$ cat src/soc_periph_pkg.sv
// slaves decode the low 12 address bits only, so each window is 4 KiB and word aligned
// pin count N_GPIO is a module parameter and lives outside this package
`default_nettype none

package soc_periph_pkg;

  // bus widths
  localparam int unsigned APB_ADDR_W = 32;
  localparam int unsigned APB_DATA_W = 32;

  typedef logic [APB_ADDR_W-1:0] paddr_t;  // byte address
  typedef logic [APB_DATA_W-1:0] pdata_t;  // one bus word

  // request towards a slave, 67 bits
  typedef struct packed {
    paddr_t paddr;
    pdata_t pwdata;
    logic   pwrite;
    logic   psel;
    logic   penable;
  } apb_req_t;

  // response back to the master, 34 bits
  typedef struct packed {
    pdata_t prdata;
    logic   pready;
    logic   pslverr;
  } apb_rsp_t;

  //////////////////////////////////////////////////
  // address map
  //////////////////////////////////////////////////
  localparam int unsigned SLV_SEL_LSB = 12;
  typedef logic [1:0] slv_idx_t;
  localparam slv_idx_t SLV_GPIO = 2'd0;
  localparam slv_idx_t SLV_TMR  = 2'd1;
  localparam slv_idx_t SLV_CTRL = 2'd2;  // index 3 is a hole

  typedef logic [SLV_SEL_LSB-1:0] reg_offs_t;  // offset inside one window

  // gpio registers
  localparam reg_offs_t GPIO_DIR_OFFS        = 12'h000;
  localparam reg_offs_t GPIO_OUT_OFFS        = 12'h004;
  localparam reg_offs_t GPIO_IN_OFFS         = 12'h008;
  localparam reg_offs_t GPIO_IRQ_EN_OFFS     = 12'h00C;
  localparam reg_offs_t GPIO_IRQ_STATUS_OFFS = 12'h010;

  // timer registers
  localparam reg_offs_t TMR_CFG_OFFS   = 12'h000;
  localparam reg_offs_t TMR_COUNT_OFFS = 12'h004;
  localparam reg_offs_t TMR_CMP_OFFS   = 12'h008;

  // CFG layout, bit0 at the bottom
  typedef struct packed {
    logic clr_on_cmp;  // bit2
    logic src_ref;     // bit1, count ref clock rises
    logic en;          // bit0
  } tmr_cfg_t;

  // soc control registers
  localparam reg_offs_t CTRL_BOOTADDR_OFFS = 12'h000;
  localparam reg_offs_t CTRL_FETCHEN_OFFS  = 12'h004;
  localparam reg_offs_t CTRL_INFO_OFFS     = 12'h008;
  localparam reg_offs_t CTRL_SOFT_RST_OFFS = 12'h00C;

  localparam paddr_t     BOOT_ADDR_RST = 32'h1A00_0080;
  localparam logic [7:0] SOC_VERSION   = 8'h02;

  // fc_events_o bit positions
  localparam int unsigned FC_EVT_TIMER_LO     = 7;   // mtime line
  localparam int unsigned FC_EVT_TIMER_LO_ALT = 16;  // same event, second slot
  localparam int unsigned FC_EVT_REF_RISE     = 18;
  localparam int unsigned FC_EVT_REF_FALL     = 19;
  localparam int unsigned FC_EVT_GPIO         = 20;

  // answer for the unmapped window
  localparam apb_rsp_t APB_RSP_ERR = '{prdata: '0, pready: 1'b1, pslverr: 1'b1};

endpackage

`default_nettype wire

$ cat src/apb_gpio.sv
// inputs may be fully async; pulses shorter than two clk_i cycles can be missed
// IRQ_STATUS is sticky and clears on read, writes to IN and IRQ_STATUS are dropped
`default_nettype none

module apb_gpio #(
  parameter int unsigned N_GPIO = 16  // 1 .. 32
) (
  input  logic                     clk_i,
  input  logic                     rst_n_i,
  input  soc_periph_pkg::apb_req_t apb_req_i,
  output soc_periph_pkg::apb_rsp_t apb_rsp_o,
  input  logic [N_GPIO-1:0]        gpio_in_i,
  output logic [N_GPIO-1:0]        gpio_out_o,
  output logic [N_GPIO-1:0]        gpio_dir_o,  // 1 = drive the pad
  output logic                     irq_o
);

  import soc_periph_pkg::*;

  logic [N_GPIO-1:0] dir_q;
  logic [N_GPIO-1:0] out_q;
  logic [N_GPIO-1:0] irq_en_q;
  logic [N_GPIO-1:0] irq_status_q;
  logic [N_GPIO-1:0] sync0_q;  // first sync stage
  logic [N_GPIO-1:0] sync1_q;  // what IN returns
  logic [N_GPIO-1:0] prev_q;   // sync1 one cycle late
  logic [N_GPIO-1:0] rise;
  logic [N_GPIO-1:0] irq_set;
  logic              wr_en;
  logic              rd_en;
  reg_offs_t         offs;
  pdata_t            rdata;

  // access phase only, setup cycle does nothing
  assign offs  = apb_req_i.paddr[SLV_SEL_LSB-1:0];
  assign wr_en = apb_req_i.psel & apb_req_i.penable & apb_req_i.pwrite;
  assign rd_en = apb_req_i.psel & apb_req_i.penable & ~apb_req_i.pwrite;

  //////////////////////////////////////////////////
  // input synchronizer and edge detect
  //////////////////////////////////////////////////
  always_ff @(posedge clk_i or negedge rst_n_i) begin
    if (!rst_n_i) begin
      sync0_q <= '0;
      sync1_q <= '0;
      prev_q  <= '0;
    end else begin
      sync0_q <= gpio_in_i;
      sync1_q <= sync0_q;
      prev_q  <= sync1_q;
    end
  end

  assign rise    = sync1_q & ~prev_q;
  assign irq_set = rise & irq_en_q;  // masked pins never reach status

  //////////////////////////////////////////////////
  // registers
  //////////////////////////////////////////////////
  always_ff @(posedge clk_i or negedge rst_n_i) begin
    if (!rst_n_i) begin
      dir_q        <= '0;
      out_q        <= '0;
      irq_en_q     <= '0;
      irq_status_q <= '0;
    end else begin
      if (wr_en && offs == GPIO_DIR_OFFS)    dir_q    <= apb_req_i.pwdata[N_GPIO-1:0];
      if (wr_en && offs == GPIO_OUT_OFFS)    out_q    <= apb_req_i.pwdata[N_GPIO-1:0];
      if (wr_en && offs == GPIO_IRQ_EN_OFFS) irq_en_q <= apb_req_i.pwdata[N_GPIO-1:0];
      // clear on read, an edge in the same cycle survives
      if (rd_en && offs == GPIO_IRQ_STATUS_OFFS) begin
        irq_status_q <= irq_set;
      end else begin
        irq_status_q <= irq_status_q | irq_set;
      end
    end
  end

  // read mux, narrow fields zero extended
  always_comb begin
    rdata = '0;
    case (offs)
      GPIO_DIR_OFFS:        rdata[N_GPIO-1:0] = dir_q;
      GPIO_OUT_OFFS:        rdata[N_GPIO-1:0] = out_q;
      GPIO_IN_OFFS:         rdata[N_GPIO-1:0] = sync1_q;
      GPIO_IRQ_EN_OFFS:     rdata[N_GPIO-1:0] = irq_en_q;
      GPIO_IRQ_STATUS_OFFS: rdata[N_GPIO-1:0] = irq_status_q;
      default:              rdata = '0;
    endcase
  end

  assign apb_rsp_o  = '{prdata: rdata, pready: 1'b1, pslverr: 1'b0};
  assign gpio_out_o = out_q;
  assign gpio_dir_o = dir_q;
  assign irq_o      = |irq_status_q;

  // newly set status bits must belong to pins enabled one cycle earlier
  a_status_enabled : assert property (@(posedge clk_i) disable iff (!rst_n_i)
    (irq_status_q & ~$past(irq_status_q) & ~$past(irq_en_q)) == '0);

endmodule

`default_nettype wire

$ cat src/apb_periph_demux.sv
// purely combinational; paddr bits above the slave index are not decoded
`default_nettype none

module apb_periph_demux (
  input  soc_periph_pkg::apb_req_t apb_req_i,
  output soc_periph_pkg::apb_rsp_t apb_rsp_o,
  // per slave request side
  output soc_periph_pkg::apb_req_t gpio_req_o,
  output soc_periph_pkg::apb_req_t tmr_req_o,
  output soc_periph_pkg::apb_req_t ctrl_req_o,
  // per slave response side
  input  soc_periph_pkg::apb_rsp_t gpio_rsp_i,
  input  soc_periph_pkg::apb_rsp_t tmr_rsp_i,
  input  soc_periph_pkg::apb_rsp_t ctrl_rsp_i
);

  import soc_periph_pkg::*;

  slv_idx_t slv_idx;  // which 4 KiB window

  assign slv_idx = apb_req_i.paddr[SLV_SEL_LSB +: $bits(slv_idx_t)];

  //////////////////////////////////////////////////
  // request fan out
  //////////////////////////////////////////////////
  always_comb begin
    // address, data and strobes go everywhere
    gpio_req_o = apb_req_i;
    tmr_req_o  = apb_req_i;
    ctrl_req_o = apb_req_i;
    // only the addressed slave gets psel
    gpio_req_o.psel = apb_req_i.psel & (slv_idx == SLV_GPIO);
    tmr_req_o.psel  = apb_req_i.psel & (slv_idx == SLV_TMR);
    ctrl_req_o.psel = apb_req_i.psel & (slv_idx == SLV_CTRL);
  end

  //////////////////////////////////////////////////
  // response mux
  //////////////////////////////////////////////////
  always_comb begin
    case (slv_idx)
      SLV_GPIO: apb_rsp_o = gpio_rsp_i;
      SLV_TMR:  apb_rsp_o = tmr_rsp_i;
      SLV_CTRL: apb_rsp_o = ctrl_rsp_i;
      default:  apb_rsp_o = APB_RSP_ERR;  // index 3, error with zero data
    endcase
  end

endmodule

`default_nettype wire

$ cat src/apb_soc_ctrl.sv
// periph_rst_n_o releases synchronously to clk_i; these registers see rst_n_i only
`default_nettype none

module apb_soc_ctrl #(
  parameter int unsigned N_GPIO = 16  // reported in INFO
) (
  input  logic                     clk_i,
  input  logic                     rst_n_i,
  input  soc_periph_pkg::apb_req_t apb_req_i,
  output soc_periph_pkg::apb_rsp_t apb_rsp_o,
  output soc_periph_pkg::paddr_t   fc_bootaddr_o,
  output logic                     fc_fetchen_o,
  output logic                     periph_rst_n_o  // for gpio and timer
);

  import soc_periph_pkg::*;

  paddr_t    bootaddr_q;
  logic      fetchen_q;
  logic      periph_rst_n_q;
  logic      soft_rst_req;  // write of 1 to SOFT_RST bit0
  logic      wr_en;
  reg_offs_t offs;
  pdata_t    rdata;

  assign offs  = apb_req_i.paddr[SLV_SEL_LSB-1:0];
  assign wr_en = apb_req_i.psel & apb_req_i.penable & apb_req_i.pwrite;

  assign soft_rst_req = wr_en & (offs == CTRL_SOFT_RST_OFFS) & apb_req_i.pwdata[0];

  //////////////////////////////////////////////////
  // boot control and soft reset
  //////////////////////////////////////////////////
  always_ff @(posedge clk_i or negedge rst_n_i) begin
    if (!rst_n_i) begin
      bootaddr_q     <= BOOT_ADDR_RST;
      fetchen_q      <= 1'b0;
      periph_rst_n_q <= 1'b0;  // peripherals held while rst_n_i is low
    end else begin
      if (wr_en && offs == CTRL_BOOTADDR_OFFS) bootaddr_q <= apb_req_i.pwdata;
      if (wr_en && offs == CTRL_FETCHEN_OFFS)  fetchen_q  <= apb_req_i.pwdata[0];
      // low for the single cycle after the write, then back high
      periph_rst_n_q <= ~soft_rst_req;
    end
  end

  // INFO packs version over pin count; SOFT_RST reads 0
  always_comb begin
    rdata = '0;
    case (offs)
      CTRL_BOOTADDR_OFFS: rdata = bootaddr_q;
      CTRL_FETCHEN_OFFS:  rdata[0] = fetchen_q;
      CTRL_INFO_OFFS: begin
        rdata[15:8] = SOC_VERSION;
        rdata[7:0]  = 8'(N_GPIO);
      end
      default:            rdata = '0;
    endcase
  end

  assign apb_rsp_o      = '{prdata: rdata, pready: 1'b1, pslverr: 1'b0};
  assign fc_bootaddr_o  = bootaddr_q;
  assign fc_fetchen_o   = fetchen_q;
  assign periph_rst_n_o = periph_rst_n_q;

endmodule

`default_nettype wire

$ cat src/apb_timer_unit.sv
// ref_rise_i must already be a one-cycle pulse in the clk_i domain
// back-to-back matches, e.g. CMP 0 with clear-on-compare, are not supported
`default_nettype none

module apb_timer_unit (
  input  logic                     clk_i,
  input  logic                     rst_n_i,
  input  logic                     ref_rise_i,   // from the edge sync
  input  logic                     stoptimer_i,  // debug freeze
  input  soc_periph_pkg::apb_req_t apb_req_i,
  output soc_periph_pkg::apb_rsp_t apb_rsp_o,
  output logic                     irq_o
);

  import soc_periph_pkg::*;

  tmr_cfg_t  cfg_q;
  pdata_t    count_q;
  pdata_t    cmp_q;
  logic      irq_q;
  logic      tick;  // count enable this cycle
  logic      hit;   // compare match on a tick
  logic      wr_en;
  reg_offs_t offs;
  pdata_t    rdata;

  assign offs  = apb_req_i.paddr[SLV_SEL_LSB-1:0];
  assign wr_en = apb_req_i.psel & apb_req_i.penable & apb_req_i.pwrite;

  //////////////////////////////////////////////////
  // tick source and compare
  //////////////////////////////////////////////////
  assign tick = cfg_q.en & ~stoptimer_i & (cfg_q.src_ref ? ref_rise_i : 1'b1);
  assign hit  = tick & (count_q == cmp_q);

  always_ff @(posedge clk_i or negedge rst_n_i) begin
    if (!rst_n_i) begin
      cfg_q   <= '0;
      count_q <= '0;
      cmp_q   <= '0;
      irq_q   <= 1'b0;
    end else begin
      irq_q <= hit;  // pulse in the cycle after the match
      if (wr_en && offs == TMR_CFG_OFFS) begin
        cfg_q <= tmr_cfg_t'(apb_req_i.pwdata[$bits(tmr_cfg_t)-1:0]);
      end
      if (wr_en && offs == TMR_CMP_OFFS) cmp_q <= apb_req_i.pwdata;
      // bus load wins over counting
      if (wr_en && offs == TMR_COUNT_OFFS) begin
        count_q <= apb_req_i.pwdata;
      end else if (hit && cfg_q.clr_on_cmp) begin
        count_q <= '0;  // wrap at the matching tick
      end else if (tick) begin
        count_q <= count_q + 1'b1;
      end
    end
  end

  // read side
  always_comb begin
    rdata = '0;
    case (offs)
      TMR_CFG_OFFS:   rdata[$bits(tmr_cfg_t)-1:0] = cfg_q;
      TMR_COUNT_OFFS: rdata = count_q;
      TMR_CMP_OFFS:   rdata = cmp_q;
      default:        rdata = '0;
    endcase
  end

  assign apb_rsp_o = '{prdata: rdata, pready: 1'b1, pslverr: 1'b0};
  assign irq_o     = irq_q;

  a_irq_pulse : assert property (@(posedge clk_i) disable iff (!rst_n_i)
    irq_o |=> !irq_o);

endmodule

`default_nettype wire

$ cat src/ref_clk_edge_sync.sv
// ref_clk_i must stay at each level for at least two clk_i cycles or edges are lost
`default_nettype none

module ref_clk_edge_sync (
  input  logic clk_i,
  input  logic rst_n_i,
  input  logic ref_clk_i,  // async, slow
  output logic rise_o,
  output logic fall_o
);

  logic [1:0] sync_q;  // two stage synchronizer
  logic       level_q;  // previous synced level
  logic       rise_q;
  logic       fall_q;

  always_ff @(posedge clk_i or negedge rst_n_i) begin
    if (!rst_n_i) begin
      sync_q  <= '0;
      level_q <= 1'b0;
      rise_q  <= 1'b0;
      fall_q  <= 1'b0;
    end else begin
      sync_q  <= {sync_q[0], ref_clk_i};
      level_q <= sync_q[1];
      rise_q  <= sync_q[1] & ~level_q;  // registered pulse, 3 cycles after the edge
      fall_q  <= ~sync_q[1] & level_q;
    end
  end

  assign rise_o = rise_q;
  assign fall_o = fall_q;

  a_no_double_edge : assert property (@(posedge clk_i) disable iff (!rst_n_i)
    !(rise_o && fall_o));

endmodule

`default_nettype wire

$ cat src/soc_peripherals.sv
// single clock domain except ref_clk_i; event bits not listed in the package read 0
`default_nettype none

module soc_peripherals #(
  parameter int unsigned N_GPIO = 16  // 1 .. 32
) (
  input  logic                     clk_i,
  input  logic                     rst_n_i,
  input  logic                     ref_clk_i,
  input  logic                     stoptimer_i,
  // fabric controller bus
  input  soc_periph_pkg::apb_req_t apb_req_i,
  output soc_periph_pkg::apb_rsp_t apb_rsp_o,
  // pads
  input  logic [N_GPIO-1:0]        apbio_in_i,
  output logic [N_GPIO-1:0]        apbio_out_o,
  output logic [N_GPIO-1:0]        apbio_oe_o,
  // to the fabric controller core
  output soc_periph_pkg::paddr_t   fc_bootaddr_o,
  output logic                     fc_fetchen_o,
  output soc_periph_pkg::pdata_t   fc_events_o
);

  import soc_periph_pkg::*;

  apb_req_t gpio_req;
  apb_req_t tmr_req;
  apb_req_t ctrl_req;
  apb_rsp_t gpio_rsp;
  apb_rsp_t tmr_rsp;
  apb_rsp_t ctrl_rsp;
  logic     periph_rst_n;  // rst_n_i or soft reset
  logic     ref_rise;
  logic     ref_fall;
  logic     gpio_irq;
  logic     tmr_irq;

  //////////////////////////////////////////////////
  // bus split
  //////////////////////////////////////////////////
  apb_periph_demux u_apb_periph_demux (
    .apb_req_i  (apb_req_i),
    .apb_rsp_o  (apb_rsp_o),
    .gpio_req_o (gpio_req),
    .tmr_req_o  (tmr_req),
    .ctrl_req_o (ctrl_req),
    .gpio_rsp_i (gpio_rsp),
    .tmr_rsp_i  (tmr_rsp),
    .ctrl_rsp_i (ctrl_rsp)
  );

  // ref clock edges, also exported as events
  ref_clk_edge_sync u_ref_clk_edge_sync (
    .clk_i     (clk_i),
    .rst_n_i   (rst_n_i),
    .ref_clk_i (ref_clk_i),
    .rise_o    (ref_rise),
    .fall_o    (ref_fall)
  );

  //////////////////////////////////////////////////
  // peripherals
  //////////////////////////////////////////////////
  apb_gpio #(
    .N_GPIO (N_GPIO)
  ) u_apb_gpio (
    .clk_i      (clk_i),
    .rst_n_i    (periph_rst_n),
    .apb_req_i  (gpio_req),
    .apb_rsp_o  (gpio_rsp),
    .gpio_in_i  (apbio_in_i),
    .gpio_out_o (apbio_out_o),
    .gpio_dir_o (apbio_oe_o),
    .irq_o      (gpio_irq)
  );

  apb_timer_unit u_apb_timer_unit (
    .clk_i       (clk_i),
    .rst_n_i     (periph_rst_n),
    .ref_rise_i  (ref_rise),
    .stoptimer_i (stoptimer_i),
    .apb_req_i   (tmr_req),
    .apb_rsp_o   (tmr_rsp),
    .irq_o       (tmr_irq)
  );

  apb_soc_ctrl #(
    .N_GPIO (N_GPIO)
  ) u_apb_soc_ctrl (
    .clk_i          (clk_i),
    .rst_n_i        (rst_n_i),  // survives its own soft reset
    .apb_req_i      (ctrl_req),
    .apb_rsp_o      (ctrl_rsp),
    .fc_bootaddr_o  (fc_bootaddr_o),
    .fc_fetchen_o   (fc_fetchen_o),
    .periph_rst_n_o (periph_rst_n)
  );

  // event vector, timer shows up twice
  always_comb begin
    fc_events_o                      = '0;
    fc_events_o[FC_EVT_TIMER_LO]     = tmr_irq;
    fc_events_o[FC_EVT_TIMER_LO_ALT] = tmr_irq;
    fc_events_o[FC_EVT_REF_RISE]     = ref_rise;
    fc_events_o[FC_EVT_REF_FALL]     = ref_fall;
    fc_events_o[FC_EVT_GPIO]         = gpio_irq;  // level, not a pulse
  end

endmodule

`default_nettype wire
$ cat config.mk
export PLATFORM = sky130hd
export DESIGN_NAME = soc_peripherals
export DESIGN_NICKNAME = d
export VERILOG_FILES = /design/src/soc_periph_pkg.sv /design/src/apb_gpio.sv /design/src/apb_periph_demux.sv /design/src/apb_soc_ctrl.sv /design/src/apb_timer_unit.sv /design/src/ref_clk_edge_sync.sv /design/src/soc_peripherals.sv
export SDC_FILE = /design/constraint.sdc
export NUM_CORES = 1
export LEC_CHECK = 0
export BUFFER_PORTS_ARGS = -buffer_cell sky130_fd_sc_hd__buf_2
export CORE_MARGIN = 2
export CORE_UTILIZATION = 40
export CTS_CLUSTER_DIAMETER = 120
export DETAILED_ROUTE_END_ITERATION = 6
export PLACE_DENSITY_LB_ADDON = 0.3
export SLEW_MARGIN = 20
export SYNTH_ARGS = -nofsm -noshare
export SYNTH_HDL_FRONTEND = slang
export SYNTH_SLANG_ARGS = --single-unit
$ cat constraint.sdc
create_clock -name clk_i -period 5.5 [get_ports clk_i]
set_input_delay 1.65 -clock clk_i [delete_from_list [all_inputs] [get_ports clk_i]]
set_output_delay 1.65 -clock clk_i [all_outputs]
set_load 0.05 [all_outputs]
After elaboration in Yosys (flattened, before gate mapping)

Index checks and enable logic that the tools add are counted.

Register bits: 219
Bits of input ports: 87
Output and inout port bits: 131
Logic and storage cells: 80

$add $sub $neg: 1
Equality and inequality tests: 7
Muxes and demuxes: 12
Bitwise logic cells: 26
Reduce and logical (&&, ||, !) cells: 14

Operators by type and width:

| operator                                                               | number |
|---|---|
| 34-bit case mux with 3 select lines                                    | 1 |
| 32-bit two-way mux                                                     | 3 |
| 16-bit case mux with 5 select lines                                    | 1 |
| 29-bit case mux with 2 select lines                                    | 1 |
| 32-bit by 1-bit adder with 32-bit output, second input constant        | 1 |
| 16-bit bitwise AND                                                     | 2 |
| 32-bit equality test                                                   | 1 |
| 16-bit two-way mux                                                     | 2 |
| 15-bit case mux with 2 select lines                                    | 1 |
| 12-bit by 4-bit equality test with 1-bit output, second input constant | 2 |
| 1-bit bitwise AND                                                      | 17 |
| 16-bit inverter                                                        | 1 |
| 16-bit OR                                                              | 1 |
| 16-bit OR reduction                                                    | 1 |
| 12-bit by 3-bit equality test with 1-bit output, second input constant | 1 |
| 12-bit by 5-bit equality test with 1-bit output, second input constant | 1 |
| 12-bit logical NOT                                                     | 1 |
| 1-bit logical AND                                                      | 10 |
| 3-bit case mux with 3 select lines                                     | 1 |
| 1-bit inverter                                                         | 5 |
| 3-bit nonzero test                                                     | 1 |
| 2-bit by 1-bit equality test with 1-bit output, second input constant  | 1 |
| 2-bit equality test, second input constant                             | 1 |
| 2-bit logical NOT                                                      | 1 |
| 2 further kinds                                                        | 2 |

Logic depth before layout (Yosys ltp)

Word-level depth: 7
Gate-level depth with buffers: 9
Depth with buffers taken out: 6

Cells and area by module

From an unflattened synthesis, not the netlist that was laid out.

Cells, all modules: 1249
Area total of the unflattened synthesis: 13629.3 sq um

Modules (own cells, without submodules):

| module            | instances | cells each | area an instance (sq um) | sequential area each (sq um) |
|---|---|---|---|---|
| apb_gpio          | 1         | 332        | 4829.6                   | 2802.7 |
| apb_timer_unit    | 1         | 468        | 4506.8                   | 1701.6 |
| apb_periph_demux  | 1         | 283        | 2279.7                   | 0.0 |
| apb_soc_ctrl      | 1         | 126        | 1629.1                   | 855.8 |
| soc_peripherals   | 1         | 33         | 244.0                    | 0.0 |
| ref_clk_edge_sync | 1         | 7          | 140.1                    | 125.1 |

Worst setup path after synthesis

Ideal clock, no wire load.

Kind: in2out
From: in apb_req_i[45] in the netlist's numbering
To: out apb_rsp_o[20] in the netlist's numbering
Arrival: 4451 ps
Data required time: 3850 ps
Path slack: -601 ps
Cell stages on the path: 8
Buffers on the path: 2
Cell sequence: or4_4 > or4_4 > nor2_2 > and2_1 > buf_6 > buf_2 > a32oi_1 > o21ai_0

RTL lines:

| element            | RTL line              | text |
|---|---|---|
| start: declaration | soc_peripherals.sv:12 | `input soc_periph_pkg::apb_req_t apb_req_i,` |
| end: declaration   | soc_peripherals.sv:13 | `output soc_periph_pkg::apb_rsp_t apb_rsp_o,` |

==> results.py <==
metrics = {
    "drt": {
        "via_per_inst": 5.489,
        "wire_per_inst_um": 20.49,
        "first_pass_iters": 6,
        "drt_wl_total_um": 29490,
        "vias": 7899,
        "drc": 0,
        "drt_iter0_markers": 659,
        "antenna_left": 0,
    },
    "clocking": {
        "cts_tree": "yes",
        "cts_hold_buf": 0,
        "cts_buffers": 25,
        "root_buffer": "clkbuf_16",
        "cts_sinks": 219,
        "cts_htree_levels": 1,
        "clk_latency_ns": 0.53,
        "cts.clk_slew.worst_paths_ns": 0.06,
        "clockBufferDepth": 3,
    },
    "place": {
        "dp_hpwl_um": 20630,
        "dpl.cell_count": 1393,
        "port_buffers": 171,
        "routabilityCongestion": 0.8596,
    },
    "sta": {
        "period_minus_slack_ns": 5.627,
        "setup_ws_ns": -0.1273,
        "max-slew-margin-rel_pct": 38.99,
        "period_share_pct": 102.3,
        "rsz0062_at_grt": "true",
        "setup_violations": 18,
        "setup_tns_ns": -1.133,
        "finalClockSkew_ns": 0.01023,
        "max_slew.worst_pin.slew_ns": 0.9151,
        "fmax_ghz": 0.1777,
        "drv_slew": 0,
        "hold_viol": 0,
    },
    "status": {
        "violations": "negative setup slack",
        "outcome": "complete, but fails checks",
    },
    "worst_setup_path": {
        "crit_chain": "buf_6 -> or4_4 -> or4_4 -> or2_4 -> nor3_4 -> buf_12 -> a222oi_1 -> o22ai_2 -> buf_6",
        "path_class": "input pin to output port",
        "cp.depth": 9,
        "cp_max_fo": 13,
        "cp.buffers_inverters": 3,
        "path_delay_family": "simple AND/OR/NAND/NOR gates",
        "cp-end-kind": "output port",
        "r2r-end": "u_apb_timer_unit.count_q[30]$_DFFE_PN0P_",
        "ff2ff_path_depth": 6,
        "slowest_stage": "or4_4",
        "arrival_ns": 3.98,
        "reg2reg_slack_ns": 2.84,
        "cp.required_ns": 3.85,
        "regToRegStartpoint": "u_apb_timer_unit.count_q[2]$_DFFE_PN0P_",
        "startpoint_type": "input pin",
        "cpPeakStageDelay_ns": 0.54,
    },
    "global_route": {
        "grt_pass1_vias": 8011,
        "top_usage_layer": "met2",
        "gr-total-overflow": 0,
        "use_met3_pct": 3.327,
        "antenna_found_initial": 1,
        "use_met1_pct": 29.86,
        "grtUsageMet2_pct": 33.58,
        "grt.total_usage_pct": 21.00,
        "grt_max_degree": 118,
        "grt_pass1_wl_um": 46600,
    },
    "yosys": {
        "avgSynthCellArea_um2": 11.55,
        "synthFlopType": "dfrtp_1",
        "ys_seq_area_share_pct": 51.63,
        "synth-edff-count": 0,
        "synth_commonest_cells": "dfrtp_1, nand2_1, mux2_2",
        "synthDistinctLibCells": 57,
        "netlist_instances": 920,
        "syn-cell-area_mm2": 0.01063,
        "yosysMostFrequentCell": "dfrtp_1",
        "yosysTopAreaCell": "dfrtp_1",
        "synth_top_area_share_pct": 50.64,
        "ys_warn_count": 0,
        "async_flop_share_pct": 100.0,
        "synth.ff_latch_count": 219,
        "synthTopCellsByArea": "dfrtp_1, mux2_2, nand2_1",
    },
    "final_layout": {
        "instances_no_fill": 1439,
        "multiInputGateArea_mm2": 0.004892,
        "drive_gt1_share_pct": 37.21,
        "nFillCells": 2339,
        "area_growth_syn_to_layout_pct": 22.52,
        "layout.nets": 1175,
        "regArea_mm2": 0.005489,
    },
    "power_and_ir_drop": {
        "p_per_area_mw_per_mm2": 258.0,
        "p_leak_nw": 6.193,
        "p_total_w": 0.003359,
        "peakVddDrop_mv": 0.2124,
    },
    "min_path": {
        "hp-class": "register to register",
        "hold_end": "u_apb_gpio.sync1_q[13]$_DFF_PN0_",
        "hold_depth": 0,
        "worstHoldStart": "u_apb_gpio.sync0_q[13]$_DFF_PN0_",
    },
    "floorplanning": {
        "rows": 59,
        "die_x_um": 167.0,
        "die_h_um": 167.0,
        "ios": 218,
        "die_area_mm2": 0.02788,
        "start_util_pct": 40.77,
        "core-area_mm2": 0.02606,
    },
    "run": {
        "max_cap_violations": 0,
    },
}
[how the worst max path moves through the flow]
stage                                to           from  slack [ns]
after floorplan           apb_rsp_o[20]  apb_req_i[45]       -0.22
after global placement    apb_rsp_o[15]  apb_req_i[45]       -0.18
after detailed placement   apb_rsp_o[6]  apb_req_i[45]       -0.20
after CTS                 apb_rsp_o[14]  apb_req_i[45]       -0.11
after global routing      apb_rsp_o[15]  apb_req_i[45]       -0.19
final                     apb_rsp_o[15]  apb_req_i[45]       -0.13
[power breakdown]
part	switching [W]	internal, W	leakage, nW
logic	0.000115	0.0000421	3.10
clock network	0.000667	0.000892	0.378
registers	0.00000916	0.00163	2.72
total	0.000791	0.00257	6.19
[cells by family (layout without fill, tap and decap cells)]
kind of cell / count (synthesis) / count (layout) / share of synthesized area (%)
AOI/OAI and AO/OA: 136 / 136 / 8.420
xor gates and xnor gates: 61 / 61 / 5.028
adders and majority gates: 1 / 1 / 0.1177
buffers and inverters: 101 / 257 / 5.417
DFF: 219 / 219 / 51.63
muxes: 139 / 139 / 16.62
other: 2 / 30 / 0.07068
and+or+nand+nor: 261 / 261 / 12.71
[sequential cells by signal, indices dropped and copies added, names as in the netlist, 2 cells and up]
name	cells
u_apb_gpio.gpio_out_o	16
u_apb_gpio.irq_status_q	16
u_apb_gpio.sync1_q	16
u_apb_soc_ctrl.fc_bootaddr_o	32
u_apb_gpio.irq_en_q	16
u_apb_gpio.gpio_dir_o	16
u_apb_timer_unit.cmp_q	32
u_apb_timer_unit.cfg_q	3
u_apb_timer_unit.count_q	32
u_apb_gpio.prev_q	16
u_ref_clk_edge_sync.sync_q	2
u_apb_gpio.sync0_q	16
[routing by layer]
| metal | vias up | share of wire, % |
|---|---|---|
| met2 | 272 | 47 |
| met5 | - | 0 |
| met3 | 48 | 5.9 |
| li1 | 3623 | - |
| met4 | 0 | 2.3 |
| met1 | 3956 | 44 |
[final cells by class]
| type | instances | area share, % |
|---|---|---|
| Antenna cell | 2 | 0.03845 |
| Clock buffer | 35 | 5.402 |
| Clock inverter | 7 | 0.4133 |
| Inverter | 9 | 0.2595 |
| Multi-Input combinational cell | 626 | 37.58 |
| Sequential cell | 219 | 42.17 |
| Tap cell | 335 | 3.220 |
| Timing Repair Buffer | 206 | 10.92 |
[through the flow]
stage | cell area [um2] | util, % | setup WS, ns | hold slack [ns]
after floorplan | 10890 | - | -0.2247 | 0.3312
after global placement | 11980 | 45.98 | -0.1786 | 0.3325
after detailed placement | 11980 | 45.98 | -0.1960 | 0.3347
after CTS | 12970 | 49.78 | -0.1054 | 0.3433
after global routing | 13020 | 49.94 | -0.1921 | 0.3512
final | 13020 | 49.95 | -0.1273 | 0.3422
[cell usage in the layout, fill, tap and decap left out, types with 10 or more instances in the layout]
cell type and instances:
a222oi_1 12, buf_2 138, a22oi_1 12, nand3_1 34, a32oi_1 17, mux2_1 21
conb_1 28, nor3_1 19, buf_6 32, xnor2_1 38, dfrtp_1 214, nor4_1 24
buf_4 27, mux2_4 20, mux2_2 78, clkbuf_16 25, o21ai_0 43, nand2_1 100
nor2_1 24, nand4_1 12, o22ai_2 10, xor2_1 23, o21ai_2 18, mux4_2 12
[timing repair]
item,CTS,global route
gates resized for setup,66,6
pin swaps,1,3
endpoints found under the hold margin,0,0
buffers inserted,1,0
endpoints found under the setup margin,30,32
Note: power is estimated with default switching activity, not from simulation.
